$ cat src/logic/ulpb_pkg.sv
package ulpb_pkg;

	localparam int ADDR_W = 8;
	localparam int DATA_W = 32;

	typedef logic [ADDR_W-1:0] addr_t;
	typedef logic [DATA_W-1:0] data_t;

	// start bit, address, data, pending bit
	localparam int frame_bits = 1 + ADDR_W + DATA_W + 1;

	typedef enum logic [2:0] {
		idle,
		capture,
		strobe,
		settle,
		respond
	} ahb_state_t;

	typedef enum logic {
		link_idle,
		link_wait
	} link_state_t;

	typedef enum logic [2:0] {
		n_idle,
		n_send,
		n_resp,
		n_recv,
		n_ack
	} node_state_t;

endpackage
$ cat src/logic/layer_controller.sv
`timescale 1ns/1ps

module layer_controller #(
	parameter ulpb_pkg::addr_t node_address = 8'hab,
	parameter ulpb_pkg::addr_t address_mask = 8'hff,
	parameter int tx_depth = 8,
	parameter int rx_depth = 8
) (
	input logic HCLK,
	input logic HRESETn,
	input logic HSEL,
	input logic [31:0] HADDR,
	input logic HWRITE,
	input logic [2:0] HSIZE,
	input logic [1:0] HTRANS,
	input logic HREADY,
	input logic [31:0] HWDATA,
	output logic HREADYOUT,
	output logic [1:0] HRESP,
	output ulpb_pkg::data_t HRDATA,
	input logic SCLK,
	input logic DIN,
	output logic DOUT,
	output logic tx_fail,
	output logic tx_succ,
	output logic rx_frame_complete,
	output logic rx_fifo_empty
);

	logic push;
	logic pop;
	ulpb_pkg::addr_t push_addr;
	ulpb_pkg::data_t push_data;
	ulpb_pkg::data_t rx_q;
	ulpb_pkg::addr_t tx_addr;
	ulpb_pkg::data_t tx_data;
	ulpb_pkg::data_t rx_data;
	logic tx_pend;
	logic tx_empty;
	logic tx_full;
	logic rx_full;
	logic tx_req;
	logic tx_ack;
	logic tx_ack_reg;
	logic tx_resp_ack;
	logic tx_advance;
	logic rx_req;
	logic rx_ack;
	logic rx_pend;
	logic rx_wr;
	logic rx_pending;
	ulpb_pkg::link_state_t tx_state;
	ulpb_pkg::link_state_t rx_state;

	assign HRESP = 2'b00;
	assign tx_advance = (tx_state == ulpb_pkg::link_wait) && tx_ack_reg;

	always_ff @(posedge HCLK or negedge HRESETn)
	begin
		if (!HRESETn)
		begin
			tx_state <= ulpb_pkg::link_idle;
			tx_req <= 1'b0;
			tx_ack_reg <= 1'b0;
			tx_resp_ack <= 1'b0;
		end
		else
		begin
			tx_ack_reg <= tx_ack;
			tx_resp_ack <= tx_succ || tx_fail;
			case (tx_state)
				ulpb_pkg::link_idle:
				begin
					if (!tx_empty && !tx_ack_reg)
					begin
						tx_req <= 1'b1;
						tx_state <= ulpb_pkg::link_wait;
					end
				end
				ulpb_pkg::link_wait:
				begin
					// queue flushed under a waiting request
					if (tx_ack_reg || tx_empty)
					begin
						tx_req <= 1'b0;
						tx_state <= ulpb_pkg::link_idle;
					end
				end
				default:
				begin
					tx_state <= ulpb_pkg::link_idle;
				end
			endcase
		end
	end

	always_ff @(posedge HCLK or negedge HRESETn)
	begin
		if (!HRESETn)
		begin
			rx_state <= ulpb_pkg::link_idle;
			rx_ack <= 1'b0;
			rx_wr <= 1'b0;
			rx_pending <= 1'b0;
			rx_frame_complete <= 1'b0;
		end
		else
		begin
			rx_frame_complete <= 1'b0;
			case (rx_state)
				ulpb_pkg::link_idle:
				begin
					if (rx_req && !rx_full)
					begin
						rx_ack <= 1'b1;
						rx_wr <= 1'b1;
						rx_pending <= rx_pend;
						rx_state <= ulpb_pkg::link_wait;
					end
				end
				ulpb_pkg::link_wait:
				begin
					rx_wr <= 1'b0;
					if (!rx_req && rx_ack)
					begin
						rx_ack <= 1'b0;
						rx_frame_complete <= !rx_pending;
						rx_state <= ulpb_pkg::link_idle;
					end
				end
				default:
				begin
					rx_state <= ulpb_pkg::link_idle;
				end
			endcase
		end
	end

	ahb_slave_port u_ahb (
		.HCLK(HCLK), .HRESETn(HRESETn), .HSEL(HSEL), .HADDR(HADDR), .HWRITE(HWRITE),
		.HSIZE(HSIZE), .HTRANS(HTRANS), .HREADY(HREADY), .HWDATA(HWDATA),
		.HREADYOUT(HREADYOUT), .HRDATA(HRDATA),
		.push(push), .push_addr(push_addr), .push_data(push_data), .pop(pop),
		.rx_q(rx_q), .tx_full(tx_full), .rx_empty(rx_fifo_empty)
	);

	tx_queue #(.tx_depth(tx_depth)) u_tx_queue (
		.HCLK(HCLK), .HRESETn(HRESETn), .push(push), .push_addr(push_addr),
		.push_data(push_data), .advance(tx_advance), .flush(tx_fail),
		.tx_addr(tx_addr), .tx_data(tx_data), .tx_pend(tx_pend),
		.tx_empty(tx_empty), .tx_full(tx_full)
	);

	rx_fifo #(.rx_depth(rx_depth)) u_rx_fifo (
		.HCLK(HCLK), .HRESETn(HRESETn), .wr(rx_wr), .wdata(rx_data), .rd(pop),
		.q(rx_q), .empty(rx_fifo_empty), .full(rx_full)
	);

	// address filtering happens in the node
	ulpb_node #(.node_address(node_address), .address_mask(address_mask)) u_node (
		.HCLK(HCLK), .HRESETn(HRESETn), .SCLK(SCLK), .DIN(DIN), .DOUT(DOUT),
		.tx_addr(tx_addr), .tx_data(tx_data), .tx_pend(tx_pend), .tx_req(tx_req),
		.tx_ack(tx_ack), .tx_succ(tx_succ), .tx_fail(tx_fail), .tx_resp_ack(tx_resp_ack),
		.rx_addr(), .rx_data(rx_data), .rx_pend(rx_pend), .rx_req(rx_req), .rx_ack(rx_ack)
	);

endmodule

$ cat src/logic/ulpb_node.sv
`timescale 1ns/1ps

module ulpb_node #(
	parameter ulpb_pkg::addr_t node_address = 8'hab,
	parameter ulpb_pkg::addr_t address_mask = 8'hff
) (
	input logic HCLK,
	input logic HRESETn,
	input logic SCLK,
	input logic DIN,
	output logic DOUT,
	input ulpb_pkg::addr_t tx_addr,
	input ulpb_pkg::data_t tx_data,
	input logic tx_pend,
	input logic tx_req,
	output logic tx_ack,
	output logic tx_succ,
	output logic tx_fail,
	input logic tx_resp_ack,
	output ulpb_pkg::addr_t rx_addr,
	output ulpb_pkg::data_t rx_data,
	output logic rx_pend,
	output logic rx_req,
	input logic rx_ack
);

	localparam int fb = ulpb_pkg::frame_bits;
	localparam int cnt_w = $clog2(fb + 1);
	localparam logic [cnt_w-1:0] frame_end = cnt_w'(fb);

	ulpb_pkg::node_state_t state;
	logic [1:0] sclk_s;
	logic sclk_rise;
	logic [fb-1:0] sr;
	logic [cnt_w-1:0] bit_cnt;
	logic start_rx;
	logic start_tx;
	logic send_bit;
	logic recv_bit;
	logic addr_hit;

	assign sclk_rise = sclk_s[0] && !sclk_s[1];

	// start bit on the wire beats a local request
	assign start_rx = (state == ulpb_pkg::n_idle) && sclk_rise && !DIN;
	assign start_tx = (state == ulpb_pkg::n_idle) && sclk_rise && DIN && tx_req && !tx_ack
		&& !tx_resp_ack;
	assign send_bit = (state == ulpb_pkg::n_send) && sclk_rise && (bit_cnt != frame_end);
	assign recv_bit = (state == ulpb_pkg::n_recv) && sclk_rise && (bit_cnt != frame_end);

	// received frame sits in the low bits, start bit not stored
	assign rx_addr = sr[fb-2 -: ulpb_pkg::ADDR_W];
	assign rx_data = sr[ulpb_pkg::DATA_W:1];
	assign rx_pend = sr[0];
	assign addr_hit = ((rx_addr ^ node_address) & address_mask) == '0;

	always_ff @(posedge HCLK)
	begin
		if (start_tx)
			sr <= {1'b0, tx_addr, tx_data, tx_pend};
		else if (send_bit)
			sr <= {sr[fb-2:0], 1'b1};
		else if (recv_bit)
			sr <= {sr[fb-2:0], DIN};
	end

	always_ff @(posedge HCLK or negedge HRESETn)
	begin
		if (!HRESETn)
		begin
			state <= ulpb_pkg::n_idle;
			sclk_s <= '0;
			bit_cnt <= '0;
			DOUT <= 1'b1;
			tx_ack <= 1'b0;
			tx_succ <= 1'b0;
			tx_fail <= 1'b0;
			rx_req <= 1'b0;
		end
		else
		begin
			sclk_s <= {sclk_s[0], SCLK};
			if (tx_ack && !tx_req)
				tx_ack <= 1'b0;
			if (rx_req && rx_ack)
				rx_req <= 1'b0;
			case (state)
				ulpb_pkg::n_idle:
				begin
					if (start_rx)
					begin
						bit_cnt <= cnt_w'(1);
						state <= ulpb_pkg::n_recv;
					end
					else if (start_tx)
					begin
						tx_ack <= 1'b1;
						bit_cnt <= '0;
						state <= ulpb_pkg::n_send;
					end
				end
				ulpb_pkg::n_send:
				begin
					if (send_bit)
					begin
						DOUT <= sr[fb-1];
						bit_cnt <= bit_cnt + 1'b1;
					end
					else if (sclk_rise)
					begin
						// acknowledge slot from the remote
						DOUT <= 1'b1;
						tx_succ <= !DIN;
						tx_fail <= DIN;
						state <= ulpb_pkg::n_resp;
					end
				end
				ulpb_pkg::n_resp:
				begin
					if (tx_resp_ack)
					begin
						tx_succ <= 1'b0;
						tx_fail <= 1'b0;
						state <= ulpb_pkg::n_idle;
					end
				end
				ulpb_pkg::n_recv:
				begin
					if (recv_bit)
						bit_cnt <= bit_cnt + 1'b1;
					else if (sclk_rise)
					begin
						if (addr_hit)
						begin
							DOUT <= 1'b0;
							rx_req <= 1'b1;
							state <= ulpb_pkg::n_ack;
						end
						else
							state <= ulpb_pkg::n_idle;
					end
				end
				ulpb_pkg::n_ack:
				begin
					if (sclk_rise)
						DOUT <= 1'b1;
					// held here while the controller cannot take the word
					if (DOUT && !rx_req && !rx_ack)
						state <= ulpb_pkg::n_idle;
				end
				default:
				begin
					state <= ulpb_pkg::n_idle;
				end
			endcase
		end
	end

endmodule

$ cat src/logic/rx_fifo.sv
`timescale 1ns/1ps

module rx_fifo #(
	parameter int rx_depth = 8
) (
	input logic HCLK,
	input logic HRESETn,
	input logic wr,
	input ulpb_pkg::data_t wdata,
	input logic rd,
	output ulpb_pkg::data_t q,
	output logic empty,
	output logic full
);

	localparam int ptr_w = $clog2(rx_depth);

	ulpb_pkg::data_t mem [rx_depth];
	logic [ptr_w-1:0] wr_ptr;
	logic [ptr_w-1:0] rd_ptr;
	logic [ptr_w:0] count;
	logic do_wr;
	logic do_rd;

	assign empty = (count == '0);
	assign full = (count == (ptr_w + 1)'(rx_depth));
	assign do_wr = wr && !full;
	assign do_rd = rd && !empty;
	// show-ahead head word
	assign q = mem[rd_ptr];

	always_ff @(posedge HCLK)
	begin
		if (do_wr)
			mem[wr_ptr] <= wdata;
	end

	always_ff @(posedge HCLK or negedge HRESETn)
	begin
		if (!HRESETn)
		begin
			wr_ptr <= '0;
			rd_ptr <= '0;
			count <= '0;
		end
		else
		begin
			if (do_wr)
				wr_ptr <= wr_ptr + 1'b1;
			if (do_rd)
				rd_ptr <= rd_ptr + 1'b1;
			if (do_wr && !do_rd)
				count <= count + 1'b1;
			else if (do_rd && !do_wr)
				count <= count - 1'b1;
		end
	end

endmodule

$ cat src/logic/tx_queue.sv
`timescale 1ns/1ps

module tx_queue #(
	parameter int tx_depth = 8
) (
	input logic HCLK,
	input logic HRESETn,
	input logic push,
	input ulpb_pkg::addr_t push_addr,
	input ulpb_pkg::data_t push_data,
	input logic advance,
	input logic flush,
	output ulpb_pkg::addr_t tx_addr,
	output ulpb_pkg::data_t tx_data,
	output logic tx_pend,
	output logic tx_empty,
	output logic tx_full
);

	localparam int ptr_w = $clog2(tx_depth);

	ulpb_pkg::addr_t addr_mem [tx_depth];
	ulpb_pkg::data_t data_mem [tx_depth];
	logic [ptr_w-1:0] wr_ptr;
	logic [ptr_w-1:0] rd_ptr;
	logic [ptr_w-1:0] next_rd;
	logic [ptr_w:0] count;
	logic do_push;
	logic do_pop;

	assign tx_empty = (count == '0);
	assign tx_full = (count == (ptr_w + 1)'(tx_depth));
	assign do_push = push && !tx_full;
	assign do_pop = advance && !tx_empty;
	assign next_rd = rd_ptr + 1'b1;

	assign tx_addr = addr_mem[rd_ptr];
	assign tx_data = data_mem[rd_ptr];
	// next word to the same node keeps the frame open
	assign tx_pend = (count > (ptr_w + 1)'(1)) && (addr_mem[next_rd] == addr_mem[rd_ptr]);

	always_ff @(posedge HCLK)
	begin
		if (do_push)
		begin
			addr_mem[wr_ptr] <= push_addr;
			data_mem[wr_ptr] <= push_data;
		end
	end

	always_ff @(posedge HCLK or negedge HRESETn)
	begin
		if (!HRESETn)
		begin
			wr_ptr <= '0;
			rd_ptr <= '0;
			count <= '0;
		end
		else if (flush)
		begin
			wr_ptr <= '0;
			rd_ptr <= '0;
			count <= '0;
		end
		else
		begin
			if (do_push)
				wr_ptr <= wr_ptr + 1'b1;
			if (do_pop)
				rd_ptr <= next_rd;
			if (do_push && !do_pop)
				count <= count + 1'b1;
			else if (do_pop && !do_push)
				count <= count - 1'b1;
		end
	end

endmodule

$ cat src/logic/ahb_slave_port.sv
`timescale 1ns/1ps

module ahb_slave_port (
	input logic HCLK,
	input logic HRESETn,
	input logic HSEL,
	input logic [31:0] HADDR,
	input logic HWRITE,
	input logic [2:0] HSIZE,
	input logic [1:0] HTRANS,
	input logic HREADY,
	input logic [31:0] HWDATA,
	output logic HREADYOUT,
	output ulpb_pkg::data_t HRDATA,
	output logic push,
	output ulpb_pkg::addr_t push_addr,
	output ulpb_pkg::data_t push_data,
	output logic pop,
	input ulpb_pkg::data_t rx_q,
	input logic tx_full,
	input logic rx_empty
);

	ulpb_pkg::ahb_state_t state;
	logic is_write;
	logic accept;
	ulpb_pkg::data_t rd_word;

	// word transfers only, anything else completes with no wait
	assign accept = HSEL && HREADY && HTRANS[1] && (HSIZE == 3'b010);

	always_ff @(posedge HCLK or negedge HRESETn)
	begin
		if (!HRESETn)
		begin
			state <= ulpb_pkg::idle;
			HREADYOUT <= 1'b1;
			HRDATA <= '0;
			is_write <= 1'b0;
			push <= 1'b0;
			pop <= 1'b0;
		end
		else
		begin
			case (state)
				ulpb_pkg::idle:
				begin
					if (accept)
					begin
						is_write <= HWRITE;
						HREADYOUT <= 1'b0;
						state <= ulpb_pkg::capture;
					end
				end
				ulpb_pkg::capture:
				begin
					// full queue or empty fifo drops the transfer
					if (is_write)
						push <= !tx_full;
					else
						pop <= !rx_empty;
					state <= ulpb_pkg::strobe;
				end
				ulpb_pkg::strobe:
				begin
					push <= 1'b0;
					pop <= 1'b0;
					state <= ulpb_pkg::settle;
				end
				ulpb_pkg::settle:
				begin
					state <= ulpb_pkg::respond;
				end
				ulpb_pkg::respond:
				begin
					HRDATA <= rd_word;
					HREADYOUT <= 1'b1;
					state <= ulpb_pkg::idle;
				end
				default:
				begin
					state <= ulpb_pkg::idle;
				end
			endcase
		end
	end

	always_ff @(posedge HCLK)
	begin
		if (state == ulpb_pkg::idle && accept)
			push_addr <= HADDR[11:4];
		if (state == ulpb_pkg::capture)
			push_data <= HWDATA;
		// head word before the pop lands
		if (state == ulpb_pkg::strobe)
			rd_word <= pop ? rx_q : '0;
	end

endmodule

$ cat config.mk
export PLATFORM = sky130hd
export DESIGN_NAME = layer_controller
export DESIGN_NICKNAME = d
export VERILOG_FILES = /design/src/logic/ulpb_pkg.sv /design/src/logic/layer_controller.sv /design/src/logic/ulpb_node.sv /design/src/logic/rx_fifo.sv /design/src/logic/tx_queue.sv /design/src/logic/ahb_slave_port.sv
export SDC_FILE = /design/constraint.sdc
export NUM_CORES = 1
export LEC_CHECK = 0
export BUFFER_PORTS_ARGS = -buffer_cell sky130_fd_sc_hd__buf_2
export CAP_MARGIN = 20
export CORE_MARGIN = 2
export CORE_UTILIZATION = 50
export DETAILED_ROUTE_END_ITERATION = 12
export HOLD_SLACK_MARGIN = 0.1
export PLACE_DENSITY = 0.67
export SLEW_MARGIN = 15
export SYNTH_ARGS = -nofsm -noshare
export SYNTH_HDL_FRONTEND = slang
export SYNTH_SLANG_ARGS = --single-unit
$ cat constraint.sdc
create_clock -name HCLK -period 7.7 [get_ports HCLK]
set_input_delay 0.77 -clock HCLK [delete_from_list [all_inputs] [get_ports HCLK]]
set_output_delay 0.77 -clock HCLK [all_outputs]
set_load 0.01 [all_outputs]
==> run_results.csv, run 1 <==
group,metric,value,unit
run_status,status,"finished, final reports clean",
clock_network,cts_resized,0,
worst_setup_path,critPathLaunchType,"flip-flop",
grt,grt_pass1_wl,85400,um
sta,min_period,3.57,ns
logic_synthesis,avgSynthCellArea,19.9,um2
power_and_ir_drop,power_frac_comb,0.212,
die,start_util,0.506,
logic_synthesis,synth_top_area_frac,0.678,
sta,tns,0,ns
worst_setup_path,path_max_fanout,57,
die,fp-row-count,90,
logic_synthesis,synth_simple_gate_area_frac,0.0358,
logic_synthesis,ys_types,63,
drt,num_vias,14254,
worst_setup_path,cp.arrival,4.02,ns
sta,skew,0.0209,ns
worst_setup_path,end_kind,"flip-flop",
logic_synthesis,synth_top_family_by_area,"multiplexers",
grt,grt_overflow,0,
clock_network,cts_buffer_depth,3,
sta,max_freq,280,MHz
grt,grt_max_degree,86,
logic_synthesis,synthXorXnorAreaFrac,0.0120,
sta,tightest_slew,0.990,ns
finish,final_common_cell,"edfxtp_1",
finish,area_growth,13.3,%
placement,port_buffers,88,
logic_synthesis,synthMuxAreaShare,0.165,
finish,n_fill_cell,4458,
placement,gp_congestion,0.796,
power_and_ir_drop,power_density,342,mW/mm2
worst_setup_path,required,8.15,ns
placement,hpwl,31100,um
logic_synthesis,syn_inst,1531,
logic_synthesis,synth_async_sr_flop_share,0.109,
grt,track_usage,0.178,
power_and_ir_drop,clockPowerShare,0.322,
finish,mostFrequentLayoutCells,"689 x edfxtp_1, 155 x mux4_2, 87 x buf_2, 86 x mux2i_1",
finish,final_core_utilization,0.573,
finish,multi_input_area,0.00743,mm2
power_and_ir_drop,vdd_drop_max,187,uV
finish,layout-drive-gt1-share,0.269,
clock_network,tritoncts,"built",
finish,layout.nets,1752,
sta,hold_viol,0,
logic_synthesis,synthAdderAreaFrac,0.00680,
finish,seqCellArea,0.0228,mm2
clock_network,cts_made_buffers,78,
sta,rsz0062_at_grt,"no",
power_and_ir_drop,leakage,0.0115,uW
finish,reg_top3,"u_rx_fifo.mem: 256 flops, u_tx_queue.data_mem: 256 flops, u_tx_queue.addr_mem: 64 flops",
power_and_ir_drop,power_frac_seq,0.466,
finish,antenna_cells,0,
logic_synthesis,synth_warnings,0,
drt,ant_nets,0,
logic_synthesis,yosys.area.top_type,"edfxtp_1",
logic_synthesis,synth-seq-cells,774,
logic_synthesis,synth_flop_cell,"edfxtp_1",
sta,fin_crit_sh,0.463,
power_and_ir_drop,internal_power,8660,uW
logic_synthesis,synth_area_leaders,"edfxtp_1 68%, mux4_2 11%, dfrtp_1 6.7%",
drt,vias_per_cell,5.69,
logic_synthesis,netlist_area,0.0305,mm2
die,die_width,251,um
sta,slew_headroom,0.340,
grt,antenna_found_initial,0,
min_path,min_path_type,"primary input to flip-flop",
drt,wl_per_cell,22.1,um
drt,totalWireLength,55300,um
power_and_ir_drop,p_sw_frac,0.268,
clock_network,h-tree-depth,3,
worst_setup_path,critPathKind,"flip-flop to flip-flop",
drt,drt_iter0_drc,1026,
drt,drc,0,
logic_synthesis,seq_area_frac_synth,0.747,
drt,drt_pass1_iterations,5,
die,die_y,251,um
logic_synthesis,synth_edf_count,689,
die,pin_count,116,
clock_network,cts_root_buffer,"clkbuf_16",
power_and_ir_drop,netSwitchingPower,3170,uW
clock_network,cts_sinks,774,
die,coreArea,0.0604,mm2
clock_network,clkLatencyLatePin,0.62,ns
clock_network,clk_pin_slew_worst_paths,0.06,ns
sta,drv_slew,0,
grt,grt_pass1_vias,14707,
die,die_area,0.0631,mm2
run,max_cap_violations,0,
logic_synthesis,synth_compound_area_frac,0.0200,
sta,finalSetupViolations,0,
power by group through the flow:
| stage | Combinational, uW | Sequential [uW] | Clock [uW] |
|---|---|---|---|
| detailed placement | 2540 | 5610 | 0 |
| finish | 2500 | 5510 | 3810 |
| global placement | 2500 | 5570 | 0 |
| floorplan | 2040 | 5430 | 0 |
| global route | 2730 | 5580 | 4050 |
| CTS | 2550 | 5520 | 3900 |
timing repair:
action | 4_1_cts | 5_1_grt
hold endpoints to repair | 7 | 0
buffers inserted | 0 | 0
hold buffers | 1 | 0
worst paths after layout:
kind	to	slack, ns	cells past startpoint	startpoint
worst min-delay path	u_node.sclk_s[0]$_DFF_PN0_	0.28	1	SCLK
worst max-delay path	u_node.sr[0]$_DFFE_PP_	4.13	8	u_tx_queue.rd_ptr[0]$_DFFE_PN0P_
max in group asynchronous	u_ahb.HREADYOUT$_DFFE_PN1P_	6.16	4	HRESETn
min in group asynchronous	u_node.bit_cnt[3]$_DFFE_PN0P_	0.56	2	HRESETn
worst min register to register	u_node.sclk_s[1]$_DFF_PN0_	0.43	0	u_node.sclk_s[0]$_DFF_PN0_
worst max register to register	u_node.sr[0]$_DFFE_PP_	4.13	8	u_tx_queue.rd_ptr[0]$_DFFE_PN0P_
layout make-up:
type | instances | share of cell area
clock buffers | 102 | 0.0611
clock inverters | 42 | 0.0146
inverters | 16 | 0.00174
multi-input cells | 672 | 0.215
flip-flops and latches | 774 | 0.660
well taps | 782 | 0.0283
repair buffers | 118 | 0.0197
per-layer routing:
metal	wire length, um	GRT usage	part of all wire
met2	27400	0.294	0.49
met1	24600	0.249	0.44
met5	0	0	0
met3	2410	0.0263	0.044
met4	946	0.0519	0.017
stage by stage:
step / worst slack (ns) / hold WS, ns / area (um2) / std cells / total power [uW]
after floorplan: 3.36 / 0.380 / 30500 / 1532 / 7470
after global placement: 4.04 / 0.400 / 32000 / 2360 / 8070
after detailed placement: 4.01 / 0.410 / 32000 / 2360 / 8150
after CTS: 4.01 / 0.242 / 34600 / 2505 / 12000
after global routing: 3.75 / 0.255 / 34600 / 2506 / 12400
final: 4.13 / 0.275 / 34600 / 2506 / 11800
cell usage after synthesis (9+ instances only):
cell / count
a21oi_1: 14
a22oi_1: 12
buf_1: 9
buf_2: 18
clkbuf_1: 34
dfrtp_1: 82
edfxtp_1: 689
ha_1: 15
inv_1: 16
mux2_2: 39
mux2i_1: 86
mux4_1: 9
mux4_2: 155
nand2_1: 81
nand2b_1: 10
nor2_1: 40
nor2b_1: 39
nor3_1: 10
o21ai_0: 54
xnor2_1: 30
xor2_1: 12
cells by family (layout without fill, tap and decap cells):
group | count (synthesis) | count (layout)
other | 1 | 2
DFF | 774 | 774
and+or+nand+nor | 219 | 219
xor gates and xnor gates | 42 | 42
adders and majority gates | 16 | 16
AOI/OAI and AO/OA | 103 | 103
muxes | 290 | 290
buffers and inverters | 86 | 278
worst max-delay path: stages (launching register included):
cell	delay, ns
dfrtp_4	0.40
buf_4	0.68
buf_4	0.89
mux4_2	0.60
mux2i_1	0.20
nand3b_1	0.09
o221ai_1	0.13
o211ai_1	0.19
o31ai_2	0.20
(Power assumes the default switching activity.)
==> run 2, diff against run 1 <==
PLACE_DENSITY = 0.69   (was 0.67)
clock period = 3.25 ns   (was 7.7 ns; I/O delays follow)
==> run 2 against run 1 <==
Against the previous run:
- wire length is 1.2% higher
- clock-buffer cell count decreased by 4
- utilization up 0.94 points
- largest power group unchanged
- combinational power up 150%
- critical endpoint unchanged
- hold slack improved by 0.075 ns
- flip-flop and latch count unchanged
==> run_results.csv, run 2 (synthesized netlist as in run 1, its figures left out) <==
group,metric,value,unit
die,start_util,0.506,
clock_network,clkLatencyLatePin,0.62,ns
drt,wl_per_cell,21.9,um
sta,max_freq,343,MHz
worst_setup_path,cp.depth,8,
grt,grt_max_degree,101,
finish,layout.nets,1808,
grt,grt_pass1_vias,15074,
die,pin_count,116,
worst_setup_path,r2r-start,"u_tx_queue.rd_ptr[0]$_DFFE_PN0P_",
power_and_ir_drop,power_frac_seq,0.468,
finish,seqCellArea,0.0228,mm2
finish,final_common_cell,"edfxtp_1",
grt,antenna_found_initial,0,
worst_setup_path,end_kind,"flip-flop",
worst_setup_path,cp.arrival,3.36,ns
placement,hpwl,31800,um
run,max_cap_violations,0,
finish,layout-drive-gt1-share,0.263,
drt,totalWireLength,56000,um
worst_setup_path,crit_path_start,"u_tx_queue.rd_ptr[0]$_DFFE_PN0P_",
power_and_ir_drop,power_density,790,mW/mm2
clock_network,cts_root_buffer,"clkbuf_16",
power_and_ir_drop,vdd_drop_max,482,uV
finish,mostFrequentLayoutCells,"689 x edfxtp_1, 155 x mux4_2, 87 x buf_2, 86 x mux2i_1, 80 x nand2_1",
worst_setup_path,crit_end,"u_node.sr[0]$_DFFE_PP_",
worst_setup_path,crit_path_cell_trace,"ha_1, buf_12, mux4_1, xor2_1, mux2i_1, o221ai_1, o211ai_1, o31ai_2",
sta,tightest_slew,0.927,ns
finish,reg_top3,"u_rx_fifo.mem: 256 flops, u_tx_queue.data_mem: 256 flops, u_tx_queue.addr_mem: 64 flops",
grt,grt_overflow,0,
die,coreArea,0.0604,mm2
clock_network,cts_buffer_depth,3,
finish,antenna_cells,0,
drt,drc,0,
clock_network,cts_made_buffers,77,
worst_setup_path,critPathKind,"flip-flop to flip-flop",
sta,drv_slew,0,
worst_setup_path,reg2reg_depth,8,
grt,grt_pass1_wl,87000,um
power_and_ir_drop,p_sw_frac,0.271,
die,die_area,0.0631,mm2
clock_network,cts_sinks,774,
clock_network,h-tree-depth,3,
worst_setup_path,cp_top_family,"compound AO/OA/AOI/OAI gates",
die,die_width,251,um
clock_network,tritoncts,"built",
drt,vias_per_cell,5.66,
worst_setup_path,critPathLaunchType,"flip-flop",
worst_setup_path,path_max_fanout,13,
power_and_ir_drop,clockPowerShare,0.308,
clock_network,clk_pin_slew_worst_paths,0.06,ns
finish,area_growth,15.2,%
die,fp-row-count,90,
finish,layoutNonFillerInstCount,2560,
grt,track_usage,0.182,
clock_network,cts_resized,0,
placement,post-place-cells,2373,
drt,drt_pass1_iterations,6,
worst_setup_path,cpMaxStageDelayCell,"mux4_1",
sta,hold_viol,0,
power_and_ir_drop,leakage,0.0117,uW
sta,fin_crit_sh,0.897,
sta,finalSetupViolations,0,
drt,num_vias,14485,
placement,port_buffers,88,
finish,n_fill_cell,4325,
sta,min_period,2.91,ns
drt,drt_iter0_drc,1069,
sta,skew,0.0238,ns
min_path,min_path_type,"primary input to async pin",
finish,multi_input_area,0.00746,mm2
placement,gp_congestion,0.775,
power_and_ir_drop,internal_power,20300,uW
worst_setup_path,reg2reg_to,"u_node.sr[0]$_DFFE_PP_",
run_status,status,"finished, final reports clean",
sta,slew_headroom,0.380,
worst_setup_path,crit_buf_inv,1,
die,die_y,251,um
sta,hold_ws,0.350,ns
drt,ant_nets,0,
worst_setup_path,cpPeakStageDelay,0.57,ns
power_and_ir_drop,power_frac_comb,0.224,
power_and_ir_drop,netSwitchingPower,7530,uW
worst_setup_path,regToRegSetupSlack,0.34,ns
sta,rsz0062_at_grt,"no",
worst_setup_path,required,3.69,ns
-- run 2: cell types whose count changed in the layout (fill, tap and decap cells not counted), moves of 2 or more --
| cell | change |
|---|---|
| clkbuf_16 | -2 |
| bufinv_16 | -4 |
| dlygate4sd3_1 | +45 |
| clkinv_2 | +3 |
| nor3_4 | +3 |
| clkinv_1 | +3 |
| buf_12 | +13 |
| nor3_2 | -3 |
-- run 2: worst register-to-register path: stages, from the launching register on --
cell and delay (ns):
dfrtp_4 0.49, ha_1 0.51, buf_12 0.20, mux4_1 0.57
xor2_1 0.17, mux2i_1 0.09, o221ai_1 0.27, o211ai_1 0.23
o31ai_2 0.22
-- run 2: worst min path at each step --
stage / end / slack, ns / depth (start not counted)
6_report: u_ahb.HRDATA[4]$_DFFE_PN0P_ / 0.35 / 2
2_1_floorplan: rx_ack$_DFFE_PN0P_ / 0.03 / 0
4_1_cts: u_ahb.HREADYOUT$_DFFE_PN1P_ / 0.34 / 5
3_3_place_gp: u_node.sclk_s[1]$_DFF_PN0_ / 0.40 / 0
5_1_grt: u_node.sclk_s[0]$_DFF_PN0_ / 0.35 / 2
3_5_place_dp: u_node.sclk_s[1]$_DFF_PN0_ / 0.42 / 0
-- run 2: what timing repair did --
item	4_1_cts	5_1_grt
hold endpoints to repair	108	0
buffers inserted	0	0
hold buffers	46	0
-- run 2: metrics by stage --
step / area (um2) / TNS [ns] / power (uW) / setup WS [ns] / utilization
detailed placement: 32300 / 0 / 19500 / 0.343 / 0.534
global placement: 32300 / 0 / 19400 / 0.407 / 0.534
CTS: 35200 / 0 / 28200 / 0.326 / 0.583
global route: 35200 / 0 / 29100 / 0.216 / 0.583
floorplan: 30600 / -24.81 / 17700 / -0.254 / -
finish: 35200 / 0 / 27800 / 0.336 / 0.583
-- run 2: power by group through the flow --
stage | Combinational (uW) | Clock, uW | Sequential [uW]
floorplan | 4840 | 0 | 12900
global placement | 6200 | 0 | 13100
detailed placement | 6310 | 0 | 13200
CTS | 6370 | 8770 | 13000
global route | 6800 | 9160 | 13200
finish | 6230 | 8550 | 13000
-- run 2: area by class of cell --
cell class | count | share of cell area
clock buffer | 98 | 0.0582
sequential | 774 | 0.649
tap | 782 | 0.0278
clock inverter | 43 | 0.0116
inverter | 16 | 0.00171
timing repair buffer | 175 | 0.0394
multi-input combinational | 672 | 0.212
-- run 2: per-layer routing --
layer | up-vias | track usage | part of all wire
met5 | - | 0 | 0
met4 | 0 | 0.0488 | 0.015
met3 | 62 | 0.0293 | 0.046
met2 | 348 | 0.303 | 0.50
met1 | 7559 | 0.253 | 0.44
li1 | 6516 | - | -
